`src/lsu_config.svh`:
```
`ifndef LSU_CONFIG_SVH
`define LSU_CONFIG_SVH

`define LSU_XLEN        32              // Data and address width

// Data RAM window, one word per four bytes
`define LSU_RAM_BASE    32'h0000_2000
`define LSU_RAM_LAST    32'h0000_3FFF
`define LSU_RAM_WORDS   2048

`define LSU_LEDR_BASE   32'h0000_7000   // Red LEDs
`define LSU_LEDR_LAST   32'h0000_700F
`define LSU_LEDG_BASE   32'h0000_7010   // Green LEDs
`define LSU_LEDG_LAST   32'h0000_701F
`define LSU_HEX_BASE    32'h0000_7020   // Digits 0-3 then 4-7
`define LSU_HEX_LAST    32'h0000_7027
`define LSU_SW_BASE     32'h0000_7800   // Switches
`define LSU_SW_LAST     32'h0000_780F
`define LSU_BTN_BASE    32'h0000_7810   // Buttons
`define LSU_BTN_LAST    32'h0000_781F

`define LSU_LEDR_W      17
`define LSU_LEDG_W      8
`define LSU_SW_W        18
`define LSU_BTN_W       10

`define LSU_HEX_DIGITS  8
`define LSU_HEX_SEG_W   7               // Segment a..g, no dot

`endif

```
`src/lsu_pkg.sv`:
```
`include "lsu_config.svh"

package lsu_pkg;

  // RISC-V funct3 encodings for loads and stores
  typedef enum logic [2:0] {
    LSU_B  = 3'd0,
    LSU_H  = 3'd1,
    LSU_W  = 3'd2,
    LSU_BU = 3'd4,
    LSU_HU = 3'd5
  } lsu_size_e;

  typedef struct packed {
    logic [`LSU_XLEN-1:0] addr;   // Byte address
    logic [`LSU_XLEN-1:0] data;   // Store data, unsteered
    logic                 we;     // 1 = store
    lsu_size_e            size;
  } lsu_req_t;

  // Store after lane steering
  typedef struct packed {
    logic [`LSU_XLEN-1:0]   addr;
    logic [`LSU_XLEN/8-1:0] be;   // One bit per byte lane
    logic [`LSU_XLEN-1:0]   data; // Already shifted into lanes
  } lsu_wr_t;

  typedef struct packed {
    logic                 hit;    // Address fell in this side's ranges
    logic                 align;  // Load shift and extension apply
    logic [`LSU_XLEN-1:0] data;   // Raw word
  } lsu_rd_t;

  typedef struct packed {
    logic [`LSU_XLEN-1:0] data;
  } lsu_rsp_t;

  typedef struct packed {
    logic [`LSU_LEDR_W-1:0]                         ledr;
    logic [`LSU_LEDG_W-1:0]                         ledg;
    logic [`LSU_HEX_DIGITS-1:0][`LSU_HEX_SEG_W-1:0] hex;  // hex[0] is digit 0
  } lsu_board_t;

endpackage

```
`src/lsu_load_align.sv`:
```
`timescale 1ns/100ps
`include "lsu_config.svh"

module lsu_load_align
  import lsu_pkg::*;
(
  input  logic     i_clk,
  input  logic     i_rst,
  input  logic     i_req_valid,
  input  lsu_req_t i_req,
  input  logic     i_rsp_ready,
  input  lsu_rd_t  i_ram_rd,
  input  lsu_rd_t  i_io_rd,
  output logic     o_req_ready,
  output logic     o_req_fire,
  output logic     o_rsp_valid,
  output lsu_rsp_t o_rsp
);

  logic                 rsp_valid_q;
  logic                 rsp_new_q;   // First cycle of a response
  logic                 we_q;
  lsu_size_e            size_q;
  logic [1:0]           off_q;
  lsu_rd_t              sel_rd;
  logic [`LSU_XLEN-1:0] shifted;
  logic [`LSU_XLEN-1:0] aligned;
  logic [`LSU_XLEN-1:0] hold_q;      // Response data kept under stall

  assign o_req_ready = !rsp_valid_q || i_rsp_ready;
  assign o_req_fire  = i_req_valid && o_req_ready;

  always_ff @(posedge i_clk or negedge i_rst) begin
    if (!i_rst) begin
      rsp_valid_q <= 1'b0;
      rsp_new_q   <= 1'b0;
    end else begin
      rsp_new_q <= o_req_fire;
      if (o_req_fire) begin
        rsp_valid_q <= 1'b1;
      end else if (i_rsp_ready) begin
        rsp_valid_q <= 1'b0;
      end
    end
  end

  // Request attributes for the response one cycle later
  always_ff @(posedge i_clk) begin
    if (o_req_fire) begin
      we_q   <= i_req.we;
      size_q <= i_req.size;
      off_q  <= i_req.addr[1:0];
    end
    if (rsp_new_q) begin
      hold_q <= aligned;
    end
  end

  // At most one side hits, RAM checked first
  assign sel_rd  = i_ram_rd.hit ? i_ram_rd : (i_io_rd.hit ? i_io_rd : '0);
  assign shifted = sel_rd.data >> {off_q, 3'b000};

  always_comb begin
    if (we_q || !sel_rd.hit) begin
      aligned = '0;                  // Stores and unmapped loads
    end else if (!sel_rd.align) begin
      aligned = sel_rd.data;         // Plain register read
    end else begin
      case (size_q)
        LSU_W:   aligned = shifted;
        LSU_H:   aligned = (off_q == 2'd3) ? '0 : {{16{shifted[15]}}, shifted[15:0]};
        LSU_HU:  aligned = (off_q == 2'd3) ? '0 : {16'b0, shifted[15:0]};
        LSU_B:   aligned = {{24{shifted[7]}}, shifted[7:0]};
        LSU_BU:  aligned = {24'b0, shifted[7:0]};
        default: aligned = '0;
      endcase
    end
  end

  assign o_rsp_valid = rsp_valid_q;
  assign o_rsp.data  = rsp_new_q ? aligned : hold_q;

endmodule

```
`config.mk`:
```
export PLATFORM = sky130hd
export DESIGN_NAME = lsu_load_align
export DESIGN_NICKNAME = d
export VERILOG_FILES = /design/src/lsu_pkg.sv /design/src/lsu_load_align.sv
export VERILOG_INCLUDE_DIRS = /design/src /design/src/src
export SDC_FILE = /design/constraint.sdc
export NUM_CORES = 1
export LEC_CHECK = 0
export ABC_AREA = 1
export BUFFER_PORTS_ARGS = -buffer_cell sky130_fd_sc_hd__buf_2
export CAP_MARGIN = 25
export CORE_ASPECT_RATIO = 1.25
export CORE_MARGIN = 4
export CORE_UTILIZATION = 45
export CTS_BUF_LIST = sky130_fd_sc_hd__clkbuf_8
export DETAILED_ROUTE_END_ITERATION = 10
export PLACE_DENSITY = 0.8
export SYNTH_ARGS = -nofsm -noshare
export SYNTH_HDL_FRONTEND = slang
export SYNTH_SLANG_ARGS = --single-unit
```
`constraint.sdc`:
```
create_clock -name i_clk -period 1.9 [get_ports i_clk]
set_input_delay 0.38 -clock i_clk [delete_from_list [all_inputs] [get_ports i_clk]]
set_output_delay 0.38 -clock i_clk [all_outputs]
set_load 0.005 [all_outputs]
```
# Word-level counts from Yosys, hierarchy flattened
# Index checks and enable logic that the tools add are counted.
[totals]
ram_bits = 0
mem_bits_ro = 0
n_memories = 0
regBits = 40
latch_bits = 0
output_inout_bits = 35
in_bits = 140
wordCells = 29
[op_classes]
eq_ne = 5
multipliers = 0
n_reduce_logical = 7
magnitude_cmp = 0
n_addsub = 0
div = 0
shift = 1
mux = 10
bitwise = 0
[ops]
columns = ["cell", "n"]
rows = [
  ["32-bit one-hot mux with 5 select lines", 1],
  ["32-bit 2-to-1 mux", 4],
  ["34-bit 2-to-1 mux", 2],
  ["32-bit by 5-bit >> shifter with 32-bit output", 1],
  ["16-bit 2-to-1 mux", 1],
  ["3-bit equality test (second input constant)", 2],
  ["3-bit by 1-bit equality test with 1-bit output (second input constant)", 1],
  ["3-bit by 2-bit equality test with 1-bit output (second input constant)", 1],
  ["3-bit logical NOT", 1],
  ["2-bit equality test (second input constant)", 1],
  ["1-bit logical NOT", 2],
  ["1-bit logical OR", 2],
  ["1-bit 2-to-1 mux", 2],
  ["2-bit nonzero test", 1],
  ["1-bit logical AND", 1],
]

# Longest topological paths before layout
[logic_depth]
ltp_word = 8
ltp_mapped = 10
depth_no_buf = 8

# Least setup slack after synthesis
# No wires, ideal clock.
[synth_path]
path_type = "register to output"
from = "register off_q[1]"
to = "output port o_rsp[21] (netlist name)"
required_time_ps = 1520
path_buffers = 1
stages_incl_launch_ff = 8
slack_ps = 143
t_arrival_ps = 1377
path_cell_list = "edfxtp_1 -> nor2_1 -> nand2_2 -> nand4_4 -> buf_6 -> nand4_1 -> nand2_1 -> nand2_1"
[synth_lines]
columns = ["item", "line", "rtl"]
rows = [
  ["from (decl)", "lsu_load_align.sv:24", "logic [1:0] off_q;"],
  ["from (signal assigned)", "lsu_load_align.sv:52", "off_q <= i_req.addr[1:0];"],
  ["to (decl)", "lsu_load_align.sv:17", "output lsu_rsp_t o_rsp"],
]

==> impl_metrics.json <==
{
  "critical-path-slowest-cell": "sky130_fd_sc_hd__edfxtp_1",
  "cts_tree": "yes",
  "holdWs_ns": 0.259,
  "met1_demand_to_capacity_share_in_global_routing": 0.334,
  "design.portCount": 175,
  "first_pass_iters": 5,
  "core_sq_um": 6170,
  "drt.antenna.violating_nets": 0,
  "post_layout_nonfiller_instances": 679,
  "timing_hold_violations_final": 0,
  "rsz_0062_raised_after_global_routing": "true",
  "synth_top_cell_by_area": "sky130_fd_sc_hd__nand2_1",
  "drt_drc_violations_left": 0,
  "finalSetupTns_ns": -8.98,
  "minimum_setup_slack_in_the_final_design_ns": -0.420,
  "fmaxAchievable_mhz": 431,
  "ys_seq_elements": 40,
  "clock_latency_ns": 0.29,
  "area_delta_synth_final_pct": 45.8,
  "yosysWarnings": 0,
  "timing.final.max_slew_violations": 0,
  "mapped_cell_area_sq_um": 2850,
  "slew-limit-headroom": 0.772,
  "finish.instance_area_sq_um": 4160,
  "wl_per_cell_microns": 15.6,
  "critical_path.startpoint_type": "register",
  "irDropWorstVdd_mv": 0.519,
  "width_of_the_chip_microns": 79.2,
  "syn_avg_cell_area_sq_um": 6.41,
  "path_max_fanout": 7,
  "met3_demand_to_capacity_share_in_global_routing": 0.0363,
  "yosysTopAreaCellShare": 0.247,
  "crit_path_frequent_cell": "sky130_fd_sc_hd__nand2_2",
  "worstMarginPinSlew_ns": 0.342,
  "num-fill-cells": 547,
  "starting_drt_drc_count": 384,
  "grt_pass1_vias": 3609,
  "cts.htree.levels": 2,
  "crit_type": "register to primary output",
  "cp_top_family": "simple AND/OR/NAND/NOR gates",
  "critical_path_required_ns": 1.52,
  "cts-root-to-sink-buffers": 2,
  "p_leak_uw": 0.00207,
  "critPathBufInv": 2,
  "avgViaCountPerCell": 5.57,
  "worst-endpoint-arrival_ns": 1.94,
  "worst_setup_hold_path_clk_slew_ns": 0.08,
  "r2r_slack_ns": 0.31,
  "layout_worst_path_cycle_share": 1.22,
  "cp_cell_sequence": "nor2_2 -> nand2_2 -> nor2_4 -> buf_6 -> nand3_1 -> nand4_1 -> nand2_1 -> nand2_2 -> buf_2",
  "clock-sinks": 40,
  "layout_min_cycle_time_ns": 2.32,
  "gp_congestion": 0.859,
  "detailedPlacementHpwl_mm": 6.98,
  "yosysUniqueCellTypes": 28,
  "vias": 3785,
  "cellPowerDensity_nw_per_um2": 578,
  "cp-end-kind": "primary output",
  "overflow": 0,
  "synth.area.top_cells": "sky130_fd_sc_hd__nand2_1, sky130_fd_sc_hd__dfxtp_1, sky130_fd_sc_hd__nand3_1, sky130_fd_sc_hd__nand4_1, sky130_fd_sc_hd__edfxtp_1",
  "place_inst": 656,
  "synthCells": 445,
  "port-buffer-count": 112,
  "syn-num-nets": 585,
  "number_of_buffers_added_by_the_clock_tree_synthesis_step": 5,
  "share_of_the_yosys_chip_area_belonging_to_registers": 0.305,
  "violations": "negative setup slack",
  "clk_root_buffer_cell": "sky130_fd_sc_hd__clkbuf_8",
  "finClkSkew_ns": 0.00819,
  "finish.net_count": 733,
  "final_routed_wirelength_mm": 10.6,
  "finalSetupViolations": 32,
  "cpPeakStageDelay_ns": 0.44,
  "met2_usage": 0.435,
  "run_status": "finished, violations left",
  "drive_gt1_frac": 0.411,
  "insertedDiodeCount": 0,
  "core_rows": 32,
  "die_ar_sq_um": 7690,
  "grt_start_max_net_pins": 33,
  "max_cap_viol_count": 0,
  "dieHeight_microns": 97.0,
  "antenna_found_initial": 0,
  "initial_utilization": 0.463,
  "wire_length_of_the_first_global_routing_pass_mm": 16.6,
  "grtUsageTotal": 0.263,
  "detailed_place.area_sq_um": 3660,
  "hold_path.class": "input port to register",
  "busiest_layer_in_global_routing": "met2"
}
[synthesized netlist by cell type, drive strengths merged]
| master | n |
|---|---|
| nand2 | 196 |
| nand3 | 59 |
| nand4 | 33 |
| dfxtp | 32 |
| a21oi | 27 |
| buf | 20 |
| inv | 19 |
| a31oi | 14 |
| nor2 | 9 |
| o21ai | 9 |
| a22oi | 8 |
| clkbuf | 7 |
| edfxtp | 6 |
| or2 | 3 |
| dfrtp | 2 |
| nor3 | 1 |
[logic make-up after synthesis]
logic type      synth area share
flops                      0.305
buf+inv                   0.0921
compound gates             0.122
simple gates               0.480
[path summary, 6_finish.rpt]
path	depth (start not counted)	to	from
worst min register to register	2	hold_q[5]$_DFF_P_	hold_q[5]$_DFF_P_
worst min-delay path	1	off_q[1]$_DFFE_PP_	i_req[37]
max in group asynchronous	2	rsp_new_q$_DFF_PN0_	i_rst
worst max register to register	8	hold_q[17]$_DFF_P_	size_q[0]$_DFFE_PP_
min in group asynchronous	2	o_rsp_valid$_DFFE_PN0P_	i_rst
worst max-delay path	9	o_rsp[17]	size_q[0]$_DFFE_PP_
[where the power goes]
part	switching, uW	internal, uW	total [uW]
combinational	491	367	858
clock	316	254	570
sequential	26.7	951	977
[worst reg2reg max path: stages, from the launching register on]
cell and delay, ns:
sky130_fd_sc_hd__edfxtp_1 0.44, sky130_fd_sc_hd__nor2_2 0.22, sky130_fd_sc_hd__nand2_2 0.12, sky130_fd_sc_hd__nor2_4 0.15
sky130_fd_sc_hd__buf_6 0.14, sky130_fd_sc_hd__nand3_1 0.12, sky130_fd_sc_hd__nand4_1 0.15, sky130_fd_sc_hd__nand2_1 0.09
sky130_fd_sc_hd__nand2_2 0.10
[placed cells by master (no fill, tap or decap)]
master,instances
sky130_fd_sc_hd__o21ai_1,3
sky130_fd_sc_hd__a22oi_1,7
sky130_fd_sc_hd__buf_12,4
sky130_fd_sc_hd__dlygate4sd3_1,1
sky130_fd_sc_hd__nand4_4,1
sky130_fd_sc_hd__buf_2,110
sky130_fd_sc_hd__nand3_1,45
sky130_fd_sc_hd__buf_6,8
sky130_fd_sc_hd__edfxtp_1,6
sky130_fd_sc_hd__nor2_4,5
sky130_fd_sc_hd__nor2_2,3
sky130_fd_sc_hd__a21oi_2,1
sky130_fd_sc_hd__dfrtp_1,2
sky130_fd_sc_hd__clkbuf_8,5
sky130_fd_sc_hd__a22oi_4,1
sky130_fd_sc_hd__o21ai_4,1
sky130_fd_sc_hd__nor2_1,1
sky130_fd_sc_hd__nand2_2,27
sky130_fd_sc_hd__buf_4,42
sky130_fd_sc_hd__nand2_1,169
sky130_fd_sc_hd__nor3_2,1
sky130_fd_sc_hd__or2_4,3
sky130_fd_sc_hd__inv_4,1
sky130_fd_sc_hd__dfxtp_1,32
sky130_fd_sc_hd__inv_1,12
sky130_fd_sc_hd__nand3_4,7
sky130_fd_sc_hd__o21ai_2,5
sky130_fd_sc_hd__inv_2,6
sky130_fd_sc_hd__a31oi_1,14
sky130_fd_sc_hd__nand3_2,10
sky130_fd_sc_hd__clkinvlp_4,2
sky130_fd_sc_hd__clkinv_1,1
sky130_fd_sc_hd__nand4_1,32
sky130_fd_sc_hd__a21oi_1,25
sky130_fd_sc_hd__a21oi_4,1
[state kept, by name, summed over array words and instances, names as in the netlist]
name / count
hold_q: 32
o_rsp_valid: 1
off_q: 2
rsp_new_q: 1
size_q: 3
we_q: 1
[through the flow]
stage | worst slack [ns] | util | power (uW)
6_report | -0.420 | 0.675 | 2400
5_1_grt | -0.462 | 0.675 | 2550
4_1_cts | -0.241 | 0.645 | 2340
3_5_place_dp | -0.216 | 0.594 | 1720
3_3_place_gp | -0.215 | 0.594 | 1700
2_1_floorplan | 0.143 | - | 1410
[what timing repair did]
action	CTS	global route
endpoints found under the setup margin	32	32
hold endpoints to repair	2	0
gates cloned	3	0
resized for setup	32	35
pin swaps	27	19
hold buffers	1	0
buffers inserted	6	6
[area by class of cell]
cell class / instances / area (sq um) / area share
sequential: 40 / 871 / 0.209
tap: 85 / 106 / 0.0256
timing repair buffer: 165 / 1050 / 0.252
inverter: 19 / 73.8 / 0.0177
multi-input combinational: 362 / 1970 / 0.475
clock buffer: 5 / 68.8 / 0.0165
clock inverter: 3 / 18.8 / 0.00451
[layer usage]
layer / wire length, microns / share of wire
met5: 0 / 0
met1: 4090 / 0.39
met4: 488 / 0.046
met3: 944 / 0.089
met2: 5050 / 0.48
No activity file was read; power rests on OpenSTA's default activity.
