### src/lsu_config.svh
`ifndef LSU_CONFIG_SVH
`define LSU_CONFIG_SVH

`define LSU_XLEN        32              // Data and address width

// Data RAM window, one word per four bytes
`define LSU_RAM_BASE    32'h0000_2000
`define LSU_RAM_LAST    32'h0000_3FFF
`define LSU_RAM_WORDS   2048

`define LSU_LEDR_BASE   32'h0000_7000   // Red LEDs
`define LSU_LEDR_LAST   32'h0000_700F
`define LSU_LEDG_BASE   32'h0000_7010   // Green LEDs
`define LSU_LEDG_LAST   32'h0000_701F
`define LSU_HEX_BASE    32'h0000_7020   // Digits 0-3 then 4-7
`define LSU_HEX_LAST    32'h0000_7027
`define LSU_SW_BASE     32'h0000_7800   // Switches
`define LSU_SW_LAST     32'h0000_780F
`define LSU_BTN_BASE    32'h0000_7810   // Buttons
`define LSU_BTN_LAST    32'h0000_781F

`define LSU_LEDR_W      17
`define LSU_LEDG_W      8
`define LSU_SW_W        18
`define LSU_BTN_W       10

`define LSU_HEX_DIGITS  8
`define LSU_HEX_SEG_W   7               // Segment a..g, no dot

`endif

### src/lsu_pkg.sv
`include "lsu_config.svh"

package lsu_pkg;

  // RISC-V funct3 encodings for loads and stores
  typedef enum logic [2:0] {
    LSU_B  = 3'd0,
    LSU_H  = 3'd1,
    LSU_W  = 3'd2,
    LSU_BU = 3'd4,
    LSU_HU = 3'd5
  } lsu_size_e;

  typedef struct packed {
    logic [`LSU_XLEN-1:0] addr;   // Byte address
    logic [`LSU_XLEN-1:0] data;   // Store data, unsteered
    logic                 we;     // 1 = store
    lsu_size_e            size;
  } lsu_req_t;

  // Store after lane steering
  typedef struct packed {
    logic [`LSU_XLEN-1:0]   addr;
    logic [`LSU_XLEN/8-1:0] be;   // One bit per byte lane
    logic [`LSU_XLEN-1:0]   data; // Already shifted into lanes
  } lsu_wr_t;

  typedef struct packed {
    logic                 hit;    // Address fell in this side's ranges
    logic                 align;  // Load shift and extension apply
    logic [`LSU_XLEN-1:0] data;   // Raw word
  } lsu_rd_t;

  typedef struct packed {
    logic [`LSU_XLEN-1:0] data;
  } lsu_rsp_t;

  typedef struct packed {
    logic [`LSU_LEDR_W-1:0]                         ledr;
    logic [`LSU_LEDG_W-1:0]                         ledg;
    logic [`LSU_HEX_DIGITS-1:0][`LSU_HEX_SEG_W-1:0] hex;  // hex[0] is digit 0
  } lsu_board_t;

endpackage

### src/lsu_store_merge.sv
`timescale 1ns/100ps
`include "lsu_config.svh"

module lsu_store_merge
  import lsu_pkg::*;
(
  input  lsu_req_t i_req,
  output lsu_wr_t  o_wr
);

  logic [1:0]             offset;     // Byte offset k within the word
  logic [`LSU_XLEN/8-1:0] lane_mask;  // Lanes before shifting by k

  assign offset = i_req.addr[1:0];

  // Lanes covered by the access, counted from lane 0
  always_comb begin
    case (i_req.size)
      LSU_W: begin
        lane_mask = 4'b1111;
      end
      LSU_H, LSU_HU: begin
        lane_mask = (offset == 2'd3) ? 4'b0000 : 4'b0011;  // SH at k=3 dropped
      end
      LSU_B, LSU_BU: begin
        lane_mask = 4'b0001;
      end
      default: begin
        lane_mask = 4'b0000;  // Invalid codes 3, 6 and 7
      end
    endcase
  end

  // Upper lanes fall off the word, so a word store at k keeps bytes 0..3-k
  always_comb begin
    o_wr.addr = i_req.addr;
    if (i_req.we) begin
      o_wr.be = lane_mask << offset;
    end else begin
      o_wr.be = '0;
    end
    o_wr.data = i_req.data << {offset, 3'b000};
  end

endmodule

### config.mk
export PLATFORM = sky130hd
export DESIGN_NAME = lsu_store_merge
export DESIGN_NICKNAME = d
export VERILOG_FILES = /design/src/lsu_pkg.sv /design/src/lsu_store_merge.sv
export VERILOG_INCLUDE_DIRS = /design/src /design/src/src
export SDC_FILE = /design/constraint.sdc
export NUM_CORES = 1
export LEC_CHECK = 0
export ABC_CLOCK_PERIOD_IN_PS = 800
export BUFFER_PORTS_ARGS = -buffer_cell sky130_fd_sc_hd__buf_2
export CAP_MARGIN = 5
export CORE_ASPECT_RATIO = 0.7
export CORE_MARGIN = 4
export CORE_UTILIZATION = 28
export DETAILED_ROUTE_END_ITERATION = 10
export PLACE_DENSITY_LB_ADDON = 0.12
export SYNTH_ARGS = -nofsm -noshare
export SYNTH_HDL_FRONTEND = slang
export SYNTH_SLANG_ARGS = --single-unit
export TNS_END_PERCENT = 100
### constraint.sdc
create_clock -name vclk -period 0.8
set_clock_uncertainty 0.05 [all_clocks]
set_input_delay 0.12 -clock vclk [all_inputs]
set_output_delay 0.12 -clock vclk [all_outputs]
set_load 0.02 [all_outputs]
# Yosys cells after proc, flatten, opt, wreduce, memory -nomap -nowiden
# Index checks and enable logic that the tools add are counted.
# classes
eq_ne	5
shift	2
n_mux	3
reduce_logical	3
# ops
operator	n
$shl A32 B5 Y32	1
$pmux W4 S3	1
$eq A3 B3 Y1 const B	2
$mux W4	1
$reduce_or A2 Y1	2
$shl A4 B2 Y4	1
$eq A3 B1 Y1 const B	1
$eq A3 B2 Y1 const B	1
$logic_not A3 Y1	1
$eq A2 B2 Y1 const B	1
$mux W2	1
# word_totals
reg_bits	0
inputBits	68
out_inout_bits	68
word_cells	13

# Depth between registers and ports, before layout
# Gate-level depths: netlist (run 1).
# depth
depth_word	5
ltp_mapped	4
ltp_nobuf	3

# Worst setup path after synthesis (run 1)
# Ideal clock, no wire load.
# synth_path
path_type	input to output
from	input port i_req[36] (netlist bit)
to	output port o_wr[33] (netlist bit)
arrival_time_ns	1.048
required_time_ns	0.630
path_slack_ns	-0.418
cell_stages	3
path_buffers	1
cell_sequence	buf_4 -> nor3_1 -> nor4bb_1
# synth_rtl
element	line_no	rtl
from (decl)	lsu_store_merge.sv:7	input lsu_req_t i_req,
to (decl)	lsu_store_merge.sv:8	output lsu_wr_t o_wr

==> results of run 1 <==
[power by group]
part           leakage [nW]  switching [mW]  internal [mW]  total (mW)
Clock                     0               0              0           0
Combinational         0.861           0.698          0.740        1.44
Sequential                0               0              0           0
[cells in the mapped netlist]
cell	n	area share (%)
sky130_fd_sc_hd__mux2i_1	16	18
sky130_fd_sc_hd__o31a_1	2	2.0
sky130_fd_sc_hd__nor2b_1	9	6.4
sky130_fd_sc_hd__and3_1	2	1.4
sky130_fd_sc_hd__nand2_1	8	3.4
sky130_fd_sc_hd__buf_4	34	29
sky130_fd_sc_hd__buf_2	3	1.7
sky130_fd_sc_hd__nor4bb_1	3	3.4
sky130_fd_sc_hd__o21ai_1	8	4.6
sky130_fd_sc_hd__nor3_1	2	1.1
sky130_fd_sc_hd__nor2_1	8	3.4
sky130_fd_sc_hd__buf_12	1	2.3
sky130_fd_sc_hd__nor2_2	1	0.71
sky130_fd_sc_hd__buf_6	2	2.6
sky130_fd_sc_hd__nor3b_1	1	0.86
sky130_fd_sc_hd__o21ai_0	1	0.57
sky130_fd_sc_hd__and2_1	8	5.7
sky130_fd_sc_hd__a21oi_1	9	5.1
sky130_fd_sc_hd__buf_1	1	0.43
sky130_fd_sc_hd__a211oi_1	8	6.8
[cell families after synthesis]
| kind of cell | count (synthesis) |
|---|---|
| buf+inv | 41 |
| mux | 16 |
| compound gates | 28 |
| simple gates | 42 |
[worst max-delay path by stage]
stage	startpoint	endpoint	slack (ns)	cells past startpoint
floorplan	i_req[36]	o_wr[24]	-0.14	4
global placement	i_req[36]	o_wr[33]	-0.41	5
detailed placement	i_req[36]	o_wr[35]	-0.45	5
CTS	i_req[36]	o_wr[35]	-0.34	5
global route	i_req[36]	o_wr[23]	-0.35	6
finish	i_req[0]	o_wr[35]	-0.32	5
[worst max-delay path, stage by stage]
cell	delay, ns
sky130_fd_sc_hd__buf_2	0.11
sky130_fd_sc_hd__buf_4	0.15
sky130_fd_sc_hd__nor4bb_1	0.26
sky130_fd_sc_hd__o31a_1	0.19
sky130_fd_sc_hd__buf_6	0.12
[timing repair]
item / 4_1_cts / 5_1_grt
cloned: 4 / 1
buffers inserted: 4 / 0
endpoints found under the setup margin: 37 / 37
gates resized for setup: 96 / 23
pin swaps: 11 / 14
[layout make-up]
class	instances	share of cell area, %
well taps	36	2.19
multi-input cells	87	52.7
repair buffers	98	45.1
[per-layer routing]
layer	track usage [%]	vias up
met5	0	-
met4	2.96	0
li1	-	524
met2	32.5	64
met1	20.3	499
met3	4.04	10
[cell usage in the layout (no fill, tap or decap), types with 6 or more instances in the layout]
cell type and n:
sky130_fd_sc_hd__mux2i_4 8, sky130_fd_sc_hd__buf_6 38, sky130_fd_sc_hd__nor2_4 9, sky130_fd_sc_hd__nor2b_2 6
sky130_fd_sc_hd__a211oi_4 8, sky130_fd_sc_hd__a21oi_4 8, sky130_fd_sc_hd__buf_4 13, sky130_fd_sc_hd__buf_2 37
sky130_fd_sc_hd__buf_12 6, sky130_fd_sc_hd__o21ai_2 7
[stage by stage]
stage | power [mW] | TNS [ns]
5_1_grt | 1.52 | -10.78
3_3_place_gp | 1.07 | -13.30
3_5_place_dp | 1.09 | -14.05
4_1_cts | 1.42 | -10.29
6_report | 1.44 | -9.49
2_1_floorplan | 0.961 | -2.21
==> flow_metrics.tcl, run 1 <==
set metrics [dict create \
    cts_hold_buf 0 \
    detail_route.wirelength.met1_mm 1.33 \
    hold_path_end "o_wr[38]" \
    mapped_cell_area_um2 877 \
    drt_pass1_iterations 2 \
    tightestPinTransition_ns 0.257 \
    cell_row_count 16 \
    final_report_max_slew_violation_count 0 \
    run_status "finished with violations" \
    synth-simple-area-share_pct 26.5 \
    post_place_cells 214 \
    num_vias 1097 \
    gp_congestion 0.775 \
    finalCriticalPeriod_ns 1.12 \
    synth_compound_area_share_pct 19.1 \
    n_clock_buffer 0 \
    synth_area_per_cell_um2 6.91 \
    place.port_buffers 76 \
    critPathRequiredTime_ns 0.63 \
    route.antenna.remaining_nets 0 \
    multi_input_comb_area_um2 1080 \
    grt_remaining_overflow 0 \
    cp.arrival_ns 0.95 \
    drv_cap 0 \
    power.leakage_nw 0.861 \
    area_delta_synth_final_pct 135 \
    grt_use_total_pct 17.3 \
    initial_util_pct 30.2 \
    synth_xor_area_share_pct 0 \
    worstSetupPathType "in -> out" \
    slew_headroom_pct 82.5 \
    synth.area.mux_share_pct 18.3 \
    final_area_um2 2060 \
    route.met3.wl_um 390 \
    post_dp_cell_area_um2 1550 \
    netlist_instances 127 \
    arithmetic_cell_share_of_the_synthesized_area_counting_full_adders_half_adders_and_majority_gates_pct 0 \
    setup.worst_path.end_class "primary output" \
    synth_top_family_by_area "buffers and inverters" \
    violations_in_the_final_reports "setup timing" \
    hold_depth 0 \
    worstSetupStartpointType "primary input" \
    hold-worst-slack_ns 0.190 \
    die_area_um2 4110 \
    share_of_the_clock_period_used_by_the_worst_path_after_layout_pct 140 \
    layout.filler_cells 229 \
    wirelength_mm 3.65 \
    ir_worst_vdd_uv 342 \
    vias_per_cell 4.96 \
    antenna_found_initial 0 \
    hold_class "in -> out" \
    fmaxAchievable_mhz 890 \
    post_layout_nonfiller_instances 221 \
    io-pin-count 136 \
    n_sequential_cell 0 \
    synth.net_count 195 \
    yosysUniqueCellTypes 20 \
    highest-signal-layer "met4" \
    n_antenna_cell 0 \
    die_w_um 74.9 \
    power-per-cell-area_nw_per_um2 698 \
    seqCellArea_um2 0 \
    worst-path-max-fanout 5 \
    detailedPlacementHpwl_mm 2.74 \
    rsz_0062_raised_after_global_routing "true" \
    core_region_area_um2 2900 \
    setup_viol 36 \
    finalWorstSetupSlack_ns -0.324 \
    hold_violations 0 \
    hold_start "i_req[38]" \
    placement.setup.worst_slack_ns -0.447 \
    ys_warnings 0 \
    final_core_util_pct 70.9 \
    grt_start_max_net_pins 11 \
    final_nets 255 \
    synth_sequential_area_ratio_pct 0 \
    wl_met2_mm 1.91 \
    layout-drive-gt1-share_pct 91.9 \
    post-route-drc-count 0 \
    routedWlPerCell_um 16.5 \
    number_of_global_route_vias_before_repair 1188 \
    die_h_um 54.8 \
    initialDrtViolationCount 15 \
    first_pass_grt_wire_length_mm 5.58 \
]
No activity file was read; power rests on OpenSTA's default activity.
==> run 2: changes to the inputs <==
--- a/config.mk
+++ b/config.mk
@@ -9,7 +9,6 @@
 export ABC_CLOCK_PERIOD_IN_PS = 800
 export BUFFER_PORTS_ARGS = -buffer_cell sky130_fd_sc_hd__buf_2
 export CAP_MARGIN = 5
-export CORE_ASPECT_RATIO = 0.7
 export CORE_MARGIN = 4
 export CORE_UTILIZATION = 28
 export DETAILED_ROUTE_END_ITERATION = 10
==> run 2 against run 1 <==
  * The flow still finishes with violations (setup timing)
  * Sequential share of layout area unchanged
  * Die area down 0.34%
  * Maximum frequency down 1.2%
  * Clock-buffer cell count unchanged
  * Routed wire length up 12%
  * Worst setup slack worse by 0.013 ns
  * First-iteration DRC count rose to 3.2 times the previous value
  * Critical path depth unchanged
  * Sequential cell count unchanged
  * Critical path type unchanged
  * Largest cell class unchanged
==> flow_metrics.tcl, run 2 (synthesized netlist as in run 1, its figures left out) <==
set metrics [dict create \
    die_h_um 64.0 \
    seqCellArea_um2 0 \
    cp.arrival_ns 0.97 \
    run_status "finished with violations" \
    worst-path-max-fanout 8 \
    share_of_power_burned_in_the_clock_network_pct 0 \
    hold-worst-slack_ns 0.190 \
    vias_per_cell 4.83 \
    routedWlPerCell_um 17.4 \
    finalWorstSetupSlack_ns -0.337 \
    die_area_um2 4090 \
    initialDrtViolationCount 48 \
    switching_share_pct 47.1 \
    io-pin-count 136 \
    share_of_the_clock_period_used_by_the_worst_path_after_layout_pct 142 \
    power_switching_mw 0.701 \
    grt_use_total_pct 19.0 \
    placement.setup.worst_slack_ns -0.438 \
    detailedPlacementHpwl_mm 3.04 \
    p_int_mw 0.786 \
    power.leakage_nw 0.910 \
    critical_path.max_stage_delay_ns 0.27 \
    worstSetupPathType "in -> out" \
    gate_power_share_pct 100.0 \
    wirelength_mm 4.10 \
    p_seq_share_pct 0 \
    violations_in_the_final_reports "setup timing" \
    power-per-cell-area_nw_per_um2 689 \
    final_report_max_slew_violation_count 0 \
    layout-drive-gt1-share_pct 88.5 \
    gp_congestion 0.803 \
    drv_cap 0 \
    num_vias 1136 \
    n_clock_buffer 0 \
    grtUsageMet2_pct 38.2 \
    use_met3_pct 3.69 \
    critPathRequiredTime_ns 0.63 \
    max_stage_delay_cell_worst_path "sky130_fd_sc_hd__nor4bb_4" \
    final_nets 261 \
    setup.worst_path.end_class "primary output" \
    antenna_found_initial 0 \
    worstSetupStartpointType "primary input" \
    globalRoute.busiestLayer "met2" \
    setup_viol 37 \
    finalCriticalPeriod_ns 1.14 \
    area_delta_synth_final_pct 146 \
    layout_commonest_cell "sky130_fd_sc_hd__buf_6" \
    hold_violations 0 \
    slew_headroom_pct 84.3 \
    cell_row_count 20 \
    tightestPinTransition_ns 0.231 \
    rsz_0062_raised_after_global_routing "true" \
    hold_class "in -> out" \
    place.port_buffers 76 \
    route.antenna.remaining_nets 0 \
    core_region_area_um2 3030 \
    crit_chain "buf_12 -> buf_8 -> nor4bb_4 -> o31a_1 -> buf_6" \
    drt_pass1_iterations 3 \
    ir_worst_vdd_uv 360 \
    initial_util_pct 29.0 \
    first_pass_grt_wire_length_mm 6.39 \
    n_antenna_cell 0 \
    n_sequential_cell 0 \
    fmaxAchievable_mhz 880 \
    grt_remaining_overflow 0 \
    global_route.usage.met1_pct 20.9 \
    post-route-drc-count 0 \
    number_of_global_route_vias_before_repair 1227 \
    grt_start_max_net_pins 16 \
    final_cell_mix "sky130_fd_sc_hd__buf_6 (43), sky130_fd_sc_hd__buf_2 (33), sky130_fd_sc_hd__buf_4 (13)" \
    die_w_um 64.0 \
]
## run 2: cell types whose count changed in the layout (fill, tap and decap cells not counted), moves of 4 or more
cell                      change
sky130_fd_sc_hd__and2_2       -4
sky130_fd_sc_hd__and2_4       +4
sky130_fd_sc_hd__buf_12       +5
sky130_fd_sc_hd__buf_2        -4
sky130_fd_sc_hd__buf_6        +5
sky130_fd_sc_hd__mux2i_1      +4
sky130_fd_sc_hd__mux2i_2      -4
sky130_fd_sc_hd__nand2_1      +5
## run 2: final timing paths
check / startpoint / end / depth (start not counted)
max: i_req[36] / o_wr[35] / 5
min: i_req[54] / o_wr[54] / 0
## run 2: critical path, delay by kind of cell
| kind | cells | cell delay, ns |
|---|---|---|
| buf+inv | 3 | 0.38 |
| simple gates | 1 | 0.27 |
| compound gates | 1 | 0.20 |
## run 2: layer usage
metal / vias up / share of wire, %
met4: 0 / 0.66
met2: 65 / 58
met1: 530 / 33
met5: - / 0
li1: 533 / -
met3: 8 / 8.2
## run 2: final cells by class
type	count	area [um^2]
fillers	224	868
repair buffers	104	1040
multi-input cells	87	1060
well taps	44	55.1
## run 2: repair_timing
item                                    in CTS  in global routing
endpoints found under the setup margin      38                 38
gates resized for setup                    107                 21
pin swaps                                   12                 11
cloned                                       4                  0
setup buffers                                6                  2
hold buffers                                 0                  0
## run 2: metrics by stage
| stage | cell area [um^2] | power (mW) | util (%) | cells | setup TNS [ns] |
|---|---|---|---|---|---|
| global route | 2160 | 1.56 | 71.3 | 235 | -9.96 |
| detailed placement | 1620 | 1.11 | 53.5 | 226 | -14.71 |
| finish | 2160 | 1.49 | 71.3 | 235 | -8.87 |
| CTS | 2120 | 1.46 | 70.1 | 236 | -8.96 |
| floorplan | 1330 | 0.961 | - | 127 | -2.21 |
| global placement | 1620 | 1.10 | 53.5 | 226 | -14.26 |
## run 2: power by group through the flow
stage | clock network (mW) | registers (mW) | logic, mW
after floorplan | 0 | 0 | 0.961
after global placement | 0 | 0 | 1.10
after detailed placement | 0 | 0 | 1.11
after CTS | 0 | 0 | 1.46
after global routing | 0 | 0 | 1.56
final | 0 | 0 | 1.49
==> run 3: changes to the inputs <==
--- a/config.mk
+++ b/config.mk
@@ -13,6 +13,7 @@
 export CORE_UTILIZATION = 28
 export DETAILED_ROUTE_END_ITERATION = 10
 export PLACE_DENSITY_LB_ADDON = 0.12
+export REMOVE_ABC_BUFFERS = 1
 export SYNTH_ARGS = -nofsm -noshare
 export SYNTH_HDL_FRONTEND = slang
 export SYNTH_SLANG_ARGS = --single-unit
==> run 3 against run 2 <==
  * The run still ends with setup timing left
  * Final cell count down 4.3%
  * Utilization shrank 19 points
  * Final area shrank 27%
  * Critical endpoint unchanged
  * Largest cell class is now buffers
==> flow_metrics.tcl, run 3 (synthesized netlist as in run 1, its figures left out) <==
set metrics [dict create \
    gp_congestion 0.859 \
    final_nets 251 \
    routedWlPerCell_um 19.1 \
    ir_worst_vdd_uv 415 \
    place.port_buffers 76 \
    setup_viol 36 \
    tightestPinTransition_ns 0.207 \
    finalWorstSetupSlack_ns -0.322 \
    drt_pass1_iterations 3 \
    fmaxAchievable_mhz 892 \
    n_antenna_cell 0 \
    hold_violations 0 \
    setup.worst_path.end_class "primary output" \
    rsz_0062_raised_after_global_routing "true" \
    cell_row_count 20 \
    number_of_global_route_vias_before_repair 1039 \
    io-pin-count 136 \
    seqCellArea_um2 0 \
    route.antenna.remaining_nets 0 \
    critPathRequiredTime_ns 0.63 \
    multi_input_comb_area_um2 753 \
    final_report_max_slew_violation_count 0 \
    run_status "finished with violations" \
    worstSetupStartpointType "primary input" \
    violations_in_the_final_reports "setup timing" \
    finalCriticalPeriod_ns 1.12 \
    worstSetupPathType "in -> out" \
    grt_remaining_overflow 0 \
    antenna_found_initial 0 \
    die_area_um2 4090 \
    share_of_the_clock_period_used_by_the_worst_path_after_layout_pct 140 \
    wirelength_mm 4.29 \
    power-per-cell-area_nw_per_um2 673 \
    n_sequential_cell 0 \
    detailedPlacementHpwl_mm 3.49 \
    layout-drive-gt1-share_pct 71.8 \
    initialDrtViolationCount 34 \
    post-layout-total-power_mw 1.06 \
    worst-path-max-fanout 6 \
    num_vias 1099 \
    layout.filler_cells 296 \
    die_w_um 64.0 \
    n_clock_buffer 0 \
    final_area_um2 1580 \
    die_h_um 64.0 \
    power.leakage_nw 0.761 \
    cts_setup_buffers 0 \
    grt_start_max_net_pins 18 \
    cp.arrival_ns 0.95 \
    layout_commonest_cell "sky130_fd_sc_hd__buf_2" \
    post_layout_nonfiller_instances 225 \
    initial_util_pct 29.0 \
    vias_per_cell 4.88 \
    core_region_area_um2 3030 \
    final_cell_mix "sky130_fd_sc_hd__buf_2 (44), sky130_fd_sc_hd__buf_4 (30), sky130_fd_sc_hd__buf_6 (12)" \
    area_delta_synth_final_pct 79.7 \
    post_place_cells 222 \
    drv_cap 0 \
    post-route-drc-count 0 \
    cts_hold_buf 0 \
    post_dp_cell_area_um2 1130 \
    first_pass_grt_wire_length_mm 5.93 \
    grt_use_total_pct 19.0 \
    slew_headroom_pct 85.8 \
    hold_class "in -> out" \
]
## run 3: cell count changes in the layout (fill, tap and decap cells not counted), sizes merged
cell,change
nor2,-1
buf,-9
## run 3: per-stage QoR
| step | utilization (%) | TNS (ns) | setup WS (ns) | hold WS [ns] |
|---|---|---|---|---|
| CTS | 45.7 | -8.59 | -0.305 | 0.190 |
| finish | 52.1 | -8.83 | -0.322 | 0.190 |
| floorplan | - | -1.52 | -0.383 | 0.190 |
| detailed placement | 37.3 | -11.56 | -0.393 | 0.190 |
| global placement | 37.3 | -10.98 | -0.358 | 0.190 |
| global route | 52.1 | -10.13 | -0.349 | 0.190 |
## run 3: layer usage
metal  vias to the layer above  track usage [%]  wire (um)
met5                         -             9.72         47
met4                         2                0         25
met3                         4             16.0        851
met2                        93             30.3       1880
met1                       475             19.6       1480
li1                        525                -          -
## run 3: worst paths after layout
path / from / to / slack (ns) / cells after the start
hold / removal: i_req[49] / o_wr[49] / 0.19 / 0
setup / recovery: i_req[36] / o_wr[35] / -0.32 / 5
## run 3: cell type report
type | instances | area share, %
timing repair buffer | 95 | 48.7
multi-input combinational | 86 | 47.8
tap | 44 | 3.49
## run 3: report_power, final
| part | internal [mW] | switching (mW) | leakage, nW |
|---|---|---|---|
| registers | 0 | 0 | 0 |
| logic | 0.535 | 0.526 | 0.761 |
| clock network | 0 | 0 | 0 |
## run 3: critical path, cell delays in order
cell	delay (ns)
sky130_fd_sc_hd__buf_12	0.12
sky130_fd_sc_hd__buf_12	0.13
sky130_fd_sc_hd__nor4bb_2	0.25
sky130_fd_sc_hd__o31a_1	0.20
sky130_fd_sc_hd__buf_6	0.12
## run 3: repair_timing
action	CTS	global route
pin swaps	16	5
hold endpoints to repair	0	0
endpoints found under the setup margin	38	36
gates cloned	3	0
resized for setup	58	46
