$ cat src/lsu_config.svh
`ifndef LSU_CONFIG_SVH
`define LSU_CONFIG_SVH

`define LSU_XLEN        32              // Data and address width

// Data RAM window, one word per four bytes
`define LSU_RAM_BASE    32'h0000_2000
`define LSU_RAM_LAST    32'h0000_3FFF
`define LSU_RAM_WORDS   2048

`define LSU_LEDR_BASE   32'h0000_7000   // Red LEDs
`define LSU_LEDR_LAST   32'h0000_700F
`define LSU_LEDG_BASE   32'h0000_7010   // Green LEDs
`define LSU_LEDG_LAST   32'h0000_701F
`define LSU_HEX_BASE    32'h0000_7020   // Digits 0-3 then 4-7
`define LSU_HEX_LAST    32'h0000_7027
`define LSU_SW_BASE     32'h0000_7800   // Switches
`define LSU_SW_LAST     32'h0000_780F
`define LSU_BTN_BASE    32'h0000_7810   // Buttons
`define LSU_BTN_LAST    32'h0000_781F

`define LSU_LEDR_W      17
`define LSU_LEDG_W      8
`define LSU_SW_W        18
`define LSU_BTN_W       10

`define LSU_HEX_DIGITS  8
`define LSU_HEX_SEG_W   7               // Segment a..g, no dot

`endif

$ cat src/lsu_pkg.sv
`include "lsu_config.svh"

package lsu_pkg;

  // RISC-V funct3 encodings for loads and stores
  typedef enum logic [2:0] {
    LSU_B  = 3'd0,
    LSU_H  = 3'd1,
    LSU_W  = 3'd2,
    LSU_BU = 3'd4,
    LSU_HU = 3'd5
  } lsu_size_e;

  typedef struct packed {
    logic [`LSU_XLEN-1:0] addr;   // Byte address
    logic [`LSU_XLEN-1:0] data;   // Store data, unsteered
    logic                 we;     // 1 = store
    lsu_size_e            size;
  } lsu_req_t;

  // Store after lane steering
  typedef struct packed {
    logic [`LSU_XLEN-1:0]   addr;
    logic [`LSU_XLEN/8-1:0] be;   // One bit per byte lane
    logic [`LSU_XLEN-1:0]   data; // Already shifted into lanes
  } lsu_wr_t;

  typedef struct packed {
    logic                 hit;    // Address fell in this side's ranges
    logic                 align;  // Load shift and extension apply
    logic [`LSU_XLEN-1:0] data;   // Raw word
  } lsu_rd_t;

  typedef struct packed {
    logic [`LSU_XLEN-1:0] data;
  } lsu_rsp_t;

  typedef struct packed {
    logic [`LSU_LEDR_W-1:0]                         ledr;
    logic [`LSU_LEDG_W-1:0]                         ledg;
    logic [`LSU_HEX_DIGITS-1:0][`LSU_HEX_SEG_W-1:0] hex;  // hex[0] is digit 0
  } lsu_board_t;

endpackage

$ cat src/lsu_io_regs.sv
`timescale 1ns/100ps
`include "lsu_config.svh"

module lsu_io_regs
  import lsu_pkg::*;
(
  input  logic                  i_clk,
  input  logic                  i_rst,
  input  logic                  i_req_fire,
  input  lsu_req_t              i_req,
  input  lsu_wr_t               i_wr,
  input  logic [`LSU_SW_W-1:0]  i_sw,
  input  logic [`LSU_BTN_W-1:0] i_btn,
  output lsu_rd_t               o_rd,
  output lsu_board_t            o_board
);

  localparam int LANES = `LSU_XLEN / 8;

  logic [`LSU_LEDR_W-1:0]            ledr_q;
  logic [`LSU_LEDG_W-1:0]            ledg_q;
  logic [`LSU_HEX_DIGITS-1:0][7:0]   hex_q;   // Full byte kept per digit

  logic                 st_fire;
  logic                 st_ledr;
  logic                 st_ledg;
  logic                 st_hex;
  logic                 ld_hit;
  logic                 ld_align;
  logic [`LSU_XLEN-1:0] ld_data;

  function automatic logic in_range(logic [`LSU_XLEN-1:0] a,
                                    logic [`LSU_XLEN-1:0] lo,
                                    logic [`LSU_XLEN-1:0] hi);
    return (a >= lo) && (a <= hi);
  endfunction

  assign st_fire = i_req_fire && i_req.we;
  assign st_ledr = in_range(i_wr.addr, `LSU_LEDR_BASE, `LSU_LEDR_LAST);
  assign st_ledg = in_range(i_wr.addr, `LSU_LEDG_BASE, `LSU_LEDG_LAST);
  assign st_hex  = in_range(i_wr.addr, `LSU_HEX_BASE, `LSU_HEX_LAST);

  // LED stores ignore size and offset
  always_ff @(posedge i_clk or negedge i_rst) begin
    if (!i_rst) begin
      ledr_q <= '0;
      ledg_q <= '0;
      hex_q  <= '0;
    end else if (st_fire) begin
      if (st_ledr) begin
        ledr_q <= i_req.data[`LSU_LEDR_W-1:0];
      end
      if (st_ledg) begin
        ledg_q <= i_req.data[`LSU_LEDG_W-1:0];
      end
      if (st_hex) begin
        for (int g = 0; g < LANES; g++) begin
          if (i_wr.be[g]) begin
            hex_q[{i_wr.addr[2], g[1:0]}] <= i_wr.data[8*g +: 8];  // addr[2] picks 0-3 or 4-7
          end
        end
      end
    end
  end

  // Load value, switches and buttons sampled here
  always_comb begin
    ld_hit   = 1'b1;
    ld_align = 1'b0;
    ld_data  = '0;
    if (in_range(i_req.addr, `LSU_LEDR_BASE, `LSU_LEDR_LAST)) begin
      ld_data = `LSU_XLEN'(ledr_q);
    end else if (in_range(i_req.addr, `LSU_LEDG_BASE, `LSU_LEDG_LAST)) begin
      ld_data = `LSU_XLEN'(ledg_q);
    end else if (in_range(i_req.addr, `LSU_HEX_BASE, `LSU_HEX_LAST)) begin
      ld_align = 1'b1;
      ld_data  = i_req.addr[2] ? hex_q[7:4] : hex_q[3:0];
    end else if (in_range(i_req.addr, `LSU_SW_BASE, `LSU_SW_LAST)) begin
      ld_data = `LSU_XLEN'(i_sw);
    end else if (in_range(i_req.addr, `LSU_BTN_BASE, `LSU_BTN_LAST)) begin
      ld_data = `LSU_XLEN'(i_btn);
    end else begin
      ld_hit = 1'b0;
    end
  end

  always_ff @(posedge i_clk) begin
    if (i_req_fire && !i_req.we) begin
      o_rd.hit   <= ld_hit;
      o_rd.align <= ld_align;
      o_rd.data  <= ld_data;
    end
  end

  always_comb begin
    o_board.ledr = ledr_q;
    o_board.ledg = ledg_q;
    for (int d = 0; d < `LSU_HEX_DIGITS; d++) begin
      o_board.hex[d] = hex_q[d][`LSU_HEX_SEG_W-1:0];  // Bit 7 not wired out
    end
  end

endmodule

$ cat config.mk
export PLATFORM = sky130hd
export DESIGN_NAME = lsu_io_regs
export DESIGN_NICKNAME = d
export VERILOG_FILES = /design/src/lsu_pkg.sv /design/src/lsu_io_regs.sv
export VERILOG_INCLUDE_DIRS = /design/src /design/src/src
export SDC_FILE = /design/constraint.sdc
export NUM_CORES = 1
export LEC_CHECK = 0
export BUFFER_PORTS_ARGS = -buffer_cell sky130_fd_sc_hd__buf_2
export CORE_MARGIN = 3
export CORE_UTILIZATION = 40
export CTS_BUF_LIST = sky130_fd_sc_hd__clkbuf_4
export DETAILED_ROUTE_END_ITERATION = 7
export PLACE_DENSITY = 0.73
export REMOVE_ABC_BUFFERS = 1
export SYNTH_ARGS = -nofsm -noshare
export SYNTH_HDL_FRONTEND = slang
export SYNTH_SLANG_ARGS = --single-unit
$ cat constraint.sdc
create_clock -name i_clk -period 1 [get_ports i_clk]
set_input_delay 0.2 -clock i_clk [delete_from_list [all_inputs] [get_ports i_clk]]
set_output_delay 0.2 -clock i_clk [all_outputs]
set_load 0.01 [all_outputs]
After elaboration in Yosys (flattened, before gate mapping)
Index checks and enable logic that the tools add are counted.
{"block": "classes", "order_cmp": 24, "n_reduce_logical": 20, "n_mux": 30}
{"cell": "64-bit two-way mux", "n": 10}
{"cell": "64-bit bitwise mux", "n": 4}
{"cell": "32-bit by 15-bit >= comparator with 1-bit output (second input constant)", "n": 8}
{"cell": "32-bit by 15-bit <= comparator with 1-bit output (second input constant)", "n": 8}
{"cell": "32-bit two-way mux", "n": 2}
{"cell": "17-bit two-way mux", "n": 2}
{"cell": "8-bit demux with 1-bit select", "n": 4}
{"cell": "8-bit two-way mux", "n": 4}
{"cell": "18-bit two-way mux", "n": 1}
{"cell": "3-bit by 4-bit < comparator with 1-bit output (second input constant)", "n": 4}
{"cell": "1-bit logical AND", "n": 14}
{"cell": "3-bit by 1-bit >= comparator with 1-bit output (second input constant)", "n": 4}
{"cell": "10-bit two-way mux", "n": 1}
{"cell": "2-bit AND reduction", "n": 3}
{"cell": "4-bit OR reduction", "n": 1}
{"cell": "1-bit two-way mux", "n": 2}
{"cell": "2-bit OR reduction", "n": 1}
{"cell": "1-bit zero test", "n": 1}
{"block": "totals", "out_inout_bits": 115, "word_cells": 88, "ff_bits": 123}

Depth between registers and ports, before layout
Gate-level depths: netlist of run 1.
{"block": "logic_depth", "ltp_word": 18, "depth_mapped": 7, "mapped_depth_nobuf": 5}

Least setup slack after synthesis of run 1
Ideal clock, no wire load.
{"block": "synth_timing", "kind": "input to register", "startpoint": "in i_req[3] (netlist bit)", "endpoint": "reg o_rd[0] (netlist bit) (enable)", "path_buffers": 0, "arrival_ns": 1.740, "required_time_ns": 0.570, "setup_time_ns": 0.430, "path_slack_ns": -1.170, "stages": 1, "path_cell_list": "nor2b_1"}
{"block": "synth_via", "elab_chain_cells": 2}
{"element": "from (decl)", "line": "lsu_io_regs.sv:10", "source": "input lsu_req_t i_req,"}
{"element": "1-bit zero test", "line": "lsu_io_regs.sv:88", "source": "if (i_req_fire && !i_req.we) begin"}
{"element": "1-bit logical AND", "line": "lsu_io_regs.sv:88"}
{"element": "to (decl)", "line": "lsu_io_regs.sv:14", "source": "output lsu_rd_t o_rd,"}
Every way passes these cells.
A chain may end at the register's enable or synchronous reset.

Final worst setup path of run 1
{"block": "layout_timing", "startpoint": "in i_wr[42] (netlist bit)", "endpoint": "reg hex_q, in the netlist o_board[35]"}
{"block": "layout_via", "elab_chain_cells": 3, "elab_cells_between_ends": 4}
{"element": "from (decl)", "line": "lsu_io_regs.sv:11", "source": "input lsu_wr_t i_wr,"}
{"element": "32-bit by 15-bit >= comparator with 1-bit output or 32-bit by 15-bit <= comparator with 1-bit output (tied branches)", "line": "lsu_io_regs.sv:35", "source": "return (a >= lo) && (a <= hi);"}
{"element": "1-bit logical AND *", "line": "lsu_io_regs.sv:35"}
{"element": "2-bit AND reduction (no source line) *"}
{"element": "to (signal, indexed assignment)", "line": "lsu_io_regs.sv:59", "source": "hex_q[{i_wr.addr[2], g[1:0]}] <= i_wr.data[8*g +: 8];"}
{"element": "to (decl)", "line": "lsu_io_regs.sv:22", "source": "logic [`LSU_HEX_DIGITS-1:0][7:0] hex_q;"}
Every way passes the cells marked *; elsewhere a longest branch is shown, timed or not.

==> flow_summary.ini, run 1 <==
[setup_path]
crit_slowest_cell = or4_4
end_kind = flop
path_common_cell = buf_6
start_kind = primary input
cp-startpoint = i_wr[42]
cp.arrival_ps = 1940
required_ps = 1420
worst-setup-path-type = in -> reg
critPathMaxStageDelay_ps = 570
r2r-start = o_board[10]$_DFFE_PN0P_
path_cells = buf_6 -> or4_4 -> buf_6 -> a2111oi_4 -> buf_6 -> nand3_4 -> mux2_4
crit_fanout = 8

[die]
die_height_um = 128
die_area_um2 = 16500
rows = 44
core-area_um2 = 14600
io_pins = 282
dieWidth_um = 128
initial_core_util_pct = 41.1

[synth]
ys_types = 38
synth_edf_count = 34
syn_inst = 440
synth_ff_type = dfrtp_1
ys_ff_latch = 123
async_flop_share_pct = 72.4
synth_warnings = 0
synth.avg_cell_area_um2 = 13.6
yosysSeqAreaShare_pct = 54.2
netlist_area_um2 = 5990

[timing]
fin_ws_ps = -525
fmax_mhz = 656
rsz0062_at_grt = yes
slew_violations = 0
finalCritPeriodShare_pct = 153
tightest_slew_ps = 325
hold_violations = 0
period_minus_slack_ps = 1530
setup_viol = 237
skew_ps = 25.1
relSlewSlack_pct = 77.7

[placement]
dp_slack_ps = -1130
dp_hpwl_um = 13500
placed_cell_area_um2 = 7730
numPortBuffers = 259
globalplace.congestion = 0.863

[cells_and_area]
multi_input_area_um2 = 2840
fill_cells = 920
final_area_um2 = 10600
area.sequential_um2 = 3250
drive_gt1_share_pct = 70.2
final_nets = 1053
area_growth_pct = 77.6
num_antenna_cells = 0

[power_and_ir_drop]
leakage_uw = 0.00521
vdd_drop_max_uv = 784
powerDensity_nw_per_um2 = 975
p_total_uw = 10400

[grt]
overflow = 0
grtUsageTotal_pct = 25.2
grt_pass1_wl_um = 31500
grt_max_degree = 41
grt_pass1_vias = 5999
antenna_found_initial = 0

[clock_tree]
clk_pin_slew_ps = 140
numClockSinks = 123
clk_latency_ps = 550
cts-root-buf = clkbuf_4
clock_path_buffers = 2
htree_levels = 4
cts_tree = yes
cts-buffers-inserted = 17

[detailed_routing]
dr.pass1.iters = 4
via_per_inst = 5.07
avgRoutedWirePerCell_um = 20.3
remaining_drc_errors = 0
routed_wl_um = 22000
drt_iter0_drc = 236
ant_nets = 0
vias = 5490

[min_path]
hold_class = in -> async

[flow_run]
cap_violations = 0

[run_status]
status = finished with violations
violations = negative setup slack
placed cells by master, fill, tap and decap left out, drive strengths merged:
cell type    netlist  final
nor4b              1      1
a2111oi            1      1
nor3               4      4
nand2             10     10
and3               2      2
nand3              7      7
or2                1      1
or3                1      1
nor4              13     13
inv                2      5
clkinv             0      7
clkinvlp           0      1
a221o              7      7
o22a              10     10
bufinv             0      4
nand4b             1      1
clkbuf             7     17
o21ai             11     11
nand4              4      4
nand2b             4      4
dfrtp             89     89
nor2b              1      1
nor2              24     24
dlygate4sd3        0     58
buf               63    438
edfxtp            34     34
mux2i             42     42
a22oi              8      8
a21oi              1      1
or4                2      3
mux2              89     89
a31oi              1      1
synthesized netlist by cell type, types with 4 or more instances:
master	count	area share, %
edfxtp_1	34	17
mux2_4	10	2.5
a221o_1	7	1.2
o21ai_0	11	0.92
mux2_2	77	14
nand2_2	4	0.42
nand2_1	6	0.38
buf_4	56	7.0
dfrtp_1	89	37
clkbuf_1	7	0.44
o22a_1	10	1.5
nor4_1	11	1.1
mux2i_1	42	7.0
nand3_2	4	0.67
nand4_1	4	0.42
a22oi_1	8	1.0
nand2b_1	4	0.42
nor2_1	24	1.5
critical path, delay by kind of cell:
| kind | cells | cell delay, ps |
|---|---|---|
| compound gates | 1 | 200 |
| simple gates | 2 | 750 |
| buf+inv | 3 | 440 |
| mux | 1 | 340 |
path summary, 6_finish.rpt:
check | endpoint | cells after the start | slack (ps)
setup / recovery | o_board[35]$_DFFE_PN0P_ | 7 | -530
hold / removal | o_board[10]$_DFFE_PN0P_ | 2 | 30
setup reg to reg | o_rd[11]$_DFFE_PP_ | 4 | -290
hold reg to reg | hex_q[7]$_DFFE_PN0P_ | 1 | 510
max in group asynchronous | o_board[34]$_DFFE_PN0P_ | 3 | 450
min in group i_clk | o_board[9]$_DFFE_PN0P_ | 3 | 80
per-stage QoR:
step	hold WS [ps]	instances	utilization [%]	setup TNS, ps
after global placement	69.2	895	53.0	-125850
after global routing	6.43	1083	73.0	-91140
after detailed placement	73.3	895	53.0	-130910
after floorplan	-95.6	370	-	-143280
after CTS	12.2	1054	69.4	-80630
final	31.5	1083	73.0	-82850
cell families after synthesis:
| kind of cell | synth area share (%) |
|---|---|
| buf+inv | 8.46 |
| mux | 24.4 |
| flops | 54.2 |
| simple gates | 7.77 |
| compound gates | 5.20 |
flip-flops by register name, summed over array words and instances (netlist names):
| signal | flops |
|---|---|
| hex_q | 8 |
| ledr_q | 17 |
| ledg_q | 8 |
| o_rd | 34 |
| o_board | 56 |
routing by layer:
metal | global-route usage (%) | share of wire, % | up-vias
met2 | 46.8 | 55 | 234
met4 | 9.93 | 2.3 | 0
met5 | 0 | 0 | -
met1 | 27.2 | 36 | 2725
li1 | - | - | 2486
met3 | 6.72 | 6.5 | 45
where the power goes:
group,switching [uW],internal [uW],leakage (uW)
Sequential,23.2,5230,0.00152
Combinational,529,619,0.00352
Clock,1990,1990,0.000169
Total,2540,7840,0.00521
timing repair:
item | CTS | global route
hold endpoints to repair | 186 | 0
resized for setup | 201 | 71
setup endpoints to repair | 238 | 237
gates cloned | 4 | 0
buffers inserted | 65 | 36
pin swaps | 41 | 33
hold buffers | 58 | 0
cell type report:
cell class                      instances  area share (%)
Clock inverter                         15            1.85
Inverter                                2          0.0705
Clock buffer                           17            1.20
Timing Repair Buffer                  496            37.5
Multi-Input combinational cell        246            26.7
Tap cell                              184            2.16
Sequential cell                       123            30.5
No activity file was read; power rests on OpenSTA's default activity.
==> run 2: changes to the inputs <==
- RECOVER_POWER: unset -> 100
==> flow_summary.ini, run 2 (synthesis gave the netlist of run 1 again) <==
[run_status]
status = finished with violations
violations = negative setup slack

[die]
core-area_um2 = 14600
io_pins = 282
initial_core_util_pct = 41.1
die_area_um2 = 16500
dieWidth_um = 128
rows = 44
die_height_um = 128

[cells_and_area]
final_area_um2 = 10600
fill_cells = 925
area.sequential_um2 = 3250
layout_common_cells = buf_2 (194), buf_6 (120), buf_4 (107), dfrtp_1 (89), mux2_2 (68)
final_common_cell = buf_2
largest_reg_flops = 56
final_cells = 1083
area_growth_pct = 76.9
multi_input_area_um2 = 2830
num_antenna_cells = 0
utilization_pct = 72.7
final_nets = 1053
drive_gt1_share_pct = 70.0

[timing]
tightest_slew_ps = 929
fmax_mhz = 657
rsz0062_at_grt = yes
slew_violations = 0
fin_ws_ps = -522
relSlewSlack_pct = 38.1
setup_viol = 311
period_minus_slack_ps = 1520
skew_ps = 24.5
finalCritPeriodShare_pct = 152
hold_violations = 0

[clock_tree]
clk_latency_ps = 550
numClockSinks = 123
cts_tree = yes
cts-root-buf = clkbuf_4
clk_pin_slew_ps = 140
clock_path_buffers = 2
htree_levels = 4
cts-buffers-inserted = 17

[placement]
placed_cell_area_um2 = 7730
dp_cells = 895
dp_hpwl_um = 13500
numPortBuffers = 259
globalplace.congestion = 0.863

[setup_path]
required_ps = 1410
end_kind = flop
start_kind = primary input
crit_fanout = 8
worst-setup-path-type = in -> reg
cp.arrival_ps = 1940

[min_path]
hold_class = in -> reg

[detailed_routing]
routed_wl_um = 22000
avgRoutedWirePerCell_um = 20.3
via_per_inst = 5.07
remaining_drc_errors = 0
dr.pass1.iters = 4
ant_nets = 0
vias = 5486
drt_iter0_drc = 242

[power_and_ir_drop]
leakage_uw = 0.00519
power_switching_uw = 2530
p_clk_share_pct = 38.3
p_sw_share_pct = 24.4
internal_power_uw = 7820
p_comb_share_pct = 10.9
vdd_drop_max_uv = 784
seqPwrFrac_pct = 50.8
powerDensity_nw_per_um2 = 976

[grt]
grt_max_degree = 41
overflow = 0
grt_pass1_vias = 5999
antenna_found_initial = 0
grtUsageTotal_pct = 25.2
grt_pass1_wl_um = 31500

[flow_run]
cap_violations = 0
-- run 2: layer usage --
metal	vias to the layer above	track usage, %	routed length, um
met1	2710	27.2	7930
met5	-	0	0
met2	245	46.8	12000
li1	2486	-	-
met3	45	6.72	1450
met4	0	9.93	546
-- run 2: power by group through the flow --
stage | registers, uW | logic, uW | clock network, uW
floorplan | 5400 | 117 | 0
global placement | 5350 | 790 | 0
global route | 5260 | 1200 | 4240
CTS | 5250 | 1080 | 4020
detailed placement | 5350 | 812 | 0
finish | 5250 | 1130 | 3970
-- run 2: timing repair --
item,CTS,global route
cloned,4,0
pin swaps,41,33
hold buffers,58,0
resized for setup,201,71
buffers inserted,65,36
hold endpoints to repair,186,0
setup endpoints to repair,238,237
-- run 2: critical path: stages --
cell,delay (ps)
buf_6,90
or4_4,570
buf_6,150
a2111oi_4,200
buf_6,200
nand3_4,180
mux2_4,340
-- run 2: cell type report --
cell class / instances / share of cell area [%]
Timing Repair Buffer: 496 / 37.4
Multi-Input combinational cell: 246 / 26.7
Tap cell: 184 / 2.17
Clock inverter: 15 / 1.85
Inverter: 2 / 0.0708
Clock buffer: 17 / 1.20
Sequential cell: 123 / 30.6
-- run 2: path summary, 6_finish.rpt --
kind | start | end | slack, ps | depth (start not counted)
setup / recovery | i_wr[42] | o_board[35]$_DFFE_PN0P_ | -520 | 7
hold / removal | i_wr[33] | o_board[9]$_DFFE_PN0P_ | 80 | 3
setup reg to reg | o_board[10]$_DFFE_PN0P_ | o_rd[11]$_DFFE_PP_ | -290 | 4
hold reg to reg | hex_q[7]$_DFFE_PN0P_ | hex_q[7]$_DFFE_PN0P_ | 510 | 1
max in group asynchronous | i_rst | o_board[34]$_DFFE_PN0P_ | -40 | 3
min in group asynchronous | i_rst | o_board[10]$_DFFE_PN0P_ | 290 | 2
-- run 2: metrics by stage --
step                      hold WS, ps  setup slack [ps]  TNS (ps)  power (uW)
final                            82.8              -522    -84750       10300
after global routing             58.0              -528   -101530       10700
after CTS                        12.2              -447    -80630       10400
after detailed placement         73.3             -1130   -130910        6160
after global placement           69.2             -1100   -125850        6140
after floorplan                 -95.6             -1170   -143280        5510
==> run 3: changes to the inputs <==
--- a/config.mk
+++ b/config.mk
@@ -16,2 +16,3 @@
 export REMOVE_ABC_BUFFERS = 1
+export SETUP_SLACK_MARGIN = 0.15
 export SYNTH_ARGS = -nofsm -noshare
--- a/constraint.sdc
+++ b/constraint.sdc
@@ -3,2 +3,2 @@
 set_output_delay 0.2 -clock i_clk [all_outputs]
-set_load 0.01 [all_outputs]
+set_load 0.05 [all_outputs]
==> flow_summary.ini, run 3 (synthesis gave the netlist of run 1 again) <==
[timing]
tns_ps = -92730
hold_violations = 0
finalCritPeriodShare_pct = 152
relSlewSlack_pct = 36.7
fmax_mhz = 656
slew_violations = 0
setup_viol = 318
tightest_slew_ps = 949
hold_ws_ps = 101
period_minus_slack_ps = 1520
rsz0062_at_grt = yes
skew_ps = 15.3
fin_ws_ps = -525

[die]
die_height_um = 128
rows = 44
dieWidth_um = 128
core-area_um2 = 14600
io_pins = 282
die_area_um2 = 16500
initial_core_util_pct = 41.1

[power_and_ir_drop]
p_total_uw = 10700
vdd_drop_max_uv = 803
powerDensity_nw_per_um2 = 949
leakage_uw = 0.00537

[cells_and_area]
largest_reg_flops = 56
final_area_um2 = 11200
final_cells = 1086
fill_cells = 804
drive_gt1_share_pct = 70.0
layout_common_cells = buf_6 (160), buf_2 (129), buf_4 (100), dfrtp_1 (88), mux2_2 (68)
final_nets = 1056
num_antenna_cells = 0
area_growth_pct = 87.7
final_common_cell = buf_6

[detailed_routing]
top_layer = met4
met1_length_um = 8540
dr.pass1.iters = 5
routed_wl_um = 25000
ant_nets = 0
wl_met2_um = 13800
wl_met3_um = 1730
remaining_drc_errors = 0
drt_iter0_drc = 312
vias = 5720
avgRoutedWirePerCell_um = 23.0
via_per_inst = 5.27

[setup_path]
r2r-start = o_board[41]$_DFFE_PN0P_
cp.arrival_ps = 1930
start_kind = primary input
reg2regPathDepth = 5
worst-setup-path-type = in -> reg
ff2ff_setup_slack_ps = -380
required_ps = 1410
r2r-end = o_rd[14]$_DFFE_PP_
end_kind = flop
crit_fanout = 8

[placement]
placed_cell_area_um2 = 7690
globalplace.congestion = 0.857
dp_cells = 889
numPortBuffers = 259
dp_hpwl_um = 13500

[flow_run]
cap_violations = 0

[grt]
overflow = 0
grt_max_degree = 41
grt_pass1_wl_um = 33600
antenna_found_initial = 0
grt_pass1_vias = 6181
grtUsageTotal_pct = 27.0

[clock_tree]
htree_levels = 4
cts-root-buf = clkbuf_4
clk_pin_slew_ps = 120
numClockSinks = 123
clock_path_buffers = 2
cts-buffers-inserted = 17
cts_tree = yes
clk_latency_ps = 530

[min_path]
hold_class = in -> reg
hold_depth = 3
min-delay-start = i_wr[32]
worstHoldEndpoint = o_board[2]$_DFFE_PN0P_

[run_status]
violations = negative setup slack
status = finished with violations
==> run 3: changes by cell type in the layout (fill, tap and decap cells not counted), sizes merged <==
cell,before,now
clkbuf,22,26
or4,3,2
inv,5,2
buf,433,434
clkinvlp,1,3
==> run 3: repair_timing <==
action / CTS / global route
hold endpoints to repair: 186 / 0
setup buffers: 63 / 38
pin swaps: 39 / 26
endpoints found under the setup margin: 238 / 238
cloned: 3 / 3
gates resized for setup: 398 / 83
hold buffers: 58 / 0
==> run 3: how the worst max path moves through the flow <==
stage | slack [ps] | depth (start not counted) | to | start
final | -520 | 5 | ledr_q[7]$_DFFE_PN0P_ | i_wr[43]
after CTS | -470 | 2 | o_board[34] | o_board[34]$_DFFE_PN0P_
after global routing | -540 | 2 | o_board[4] | o_board[4]$_DFFE_PN0P_
after global placement | -1090 | 6 | ledr_q[11]$_DFFE_PN0P_ | i_wr[47]
after floorplan | -1170 | 1 | o_rd[0]$_DFFE_PP_ | i_req[3]
after detailed placement | -1110 | 7 | o_board[38]$_DFFE_PN0P_ | i_wr[51]
==> run 3: area by class of cell <==
type	count	area, um2	share of cell area (%)
clock inverter	14	178	1.58
tap	184	230	2.05
timing repair buffer	500	4650	41.4
clock buffer	18	135	1.20
sequential	123	3250	28.9
multi-input combinational	245	2790	24.8
inverter	2	7.51	0.0668
==> run 3: where the power goes <==
group | switching [uW] | total (uW) | internal, uW
Sequential | 40.3 | 5270 | 5230
Combinational | 778 | 1460 | 680
Clock | 1970 | 3940 | 1970
Total | 2790 | 10700 | 7890
==> run 3: per-stage QoR <==
step | setup WS, ps | utilization [%]
2_1_floorplan | -1170 | -
3_3_place_gp | -1090 | 52.7
4_1_cts | -466 | 72.3
6_report | -525 | 77.1
3_5_place_dp | -1110 | 52.7
5_1_grt | -542 | 77.1
==> run 3: metal layers <==
metal,track usage [%],vias to the layer above
met1,27.8,2876
met2,51.2,296
met5,0,-
met4,10.5,0
li1,-,2479
met3,7.60,69
==> run 3: worst max-delay path, stage by stage <==
cell	delay, ps
buf_2	110
or4_4	560
or4_4	580
clkbuf_16	200
mux2_2	280
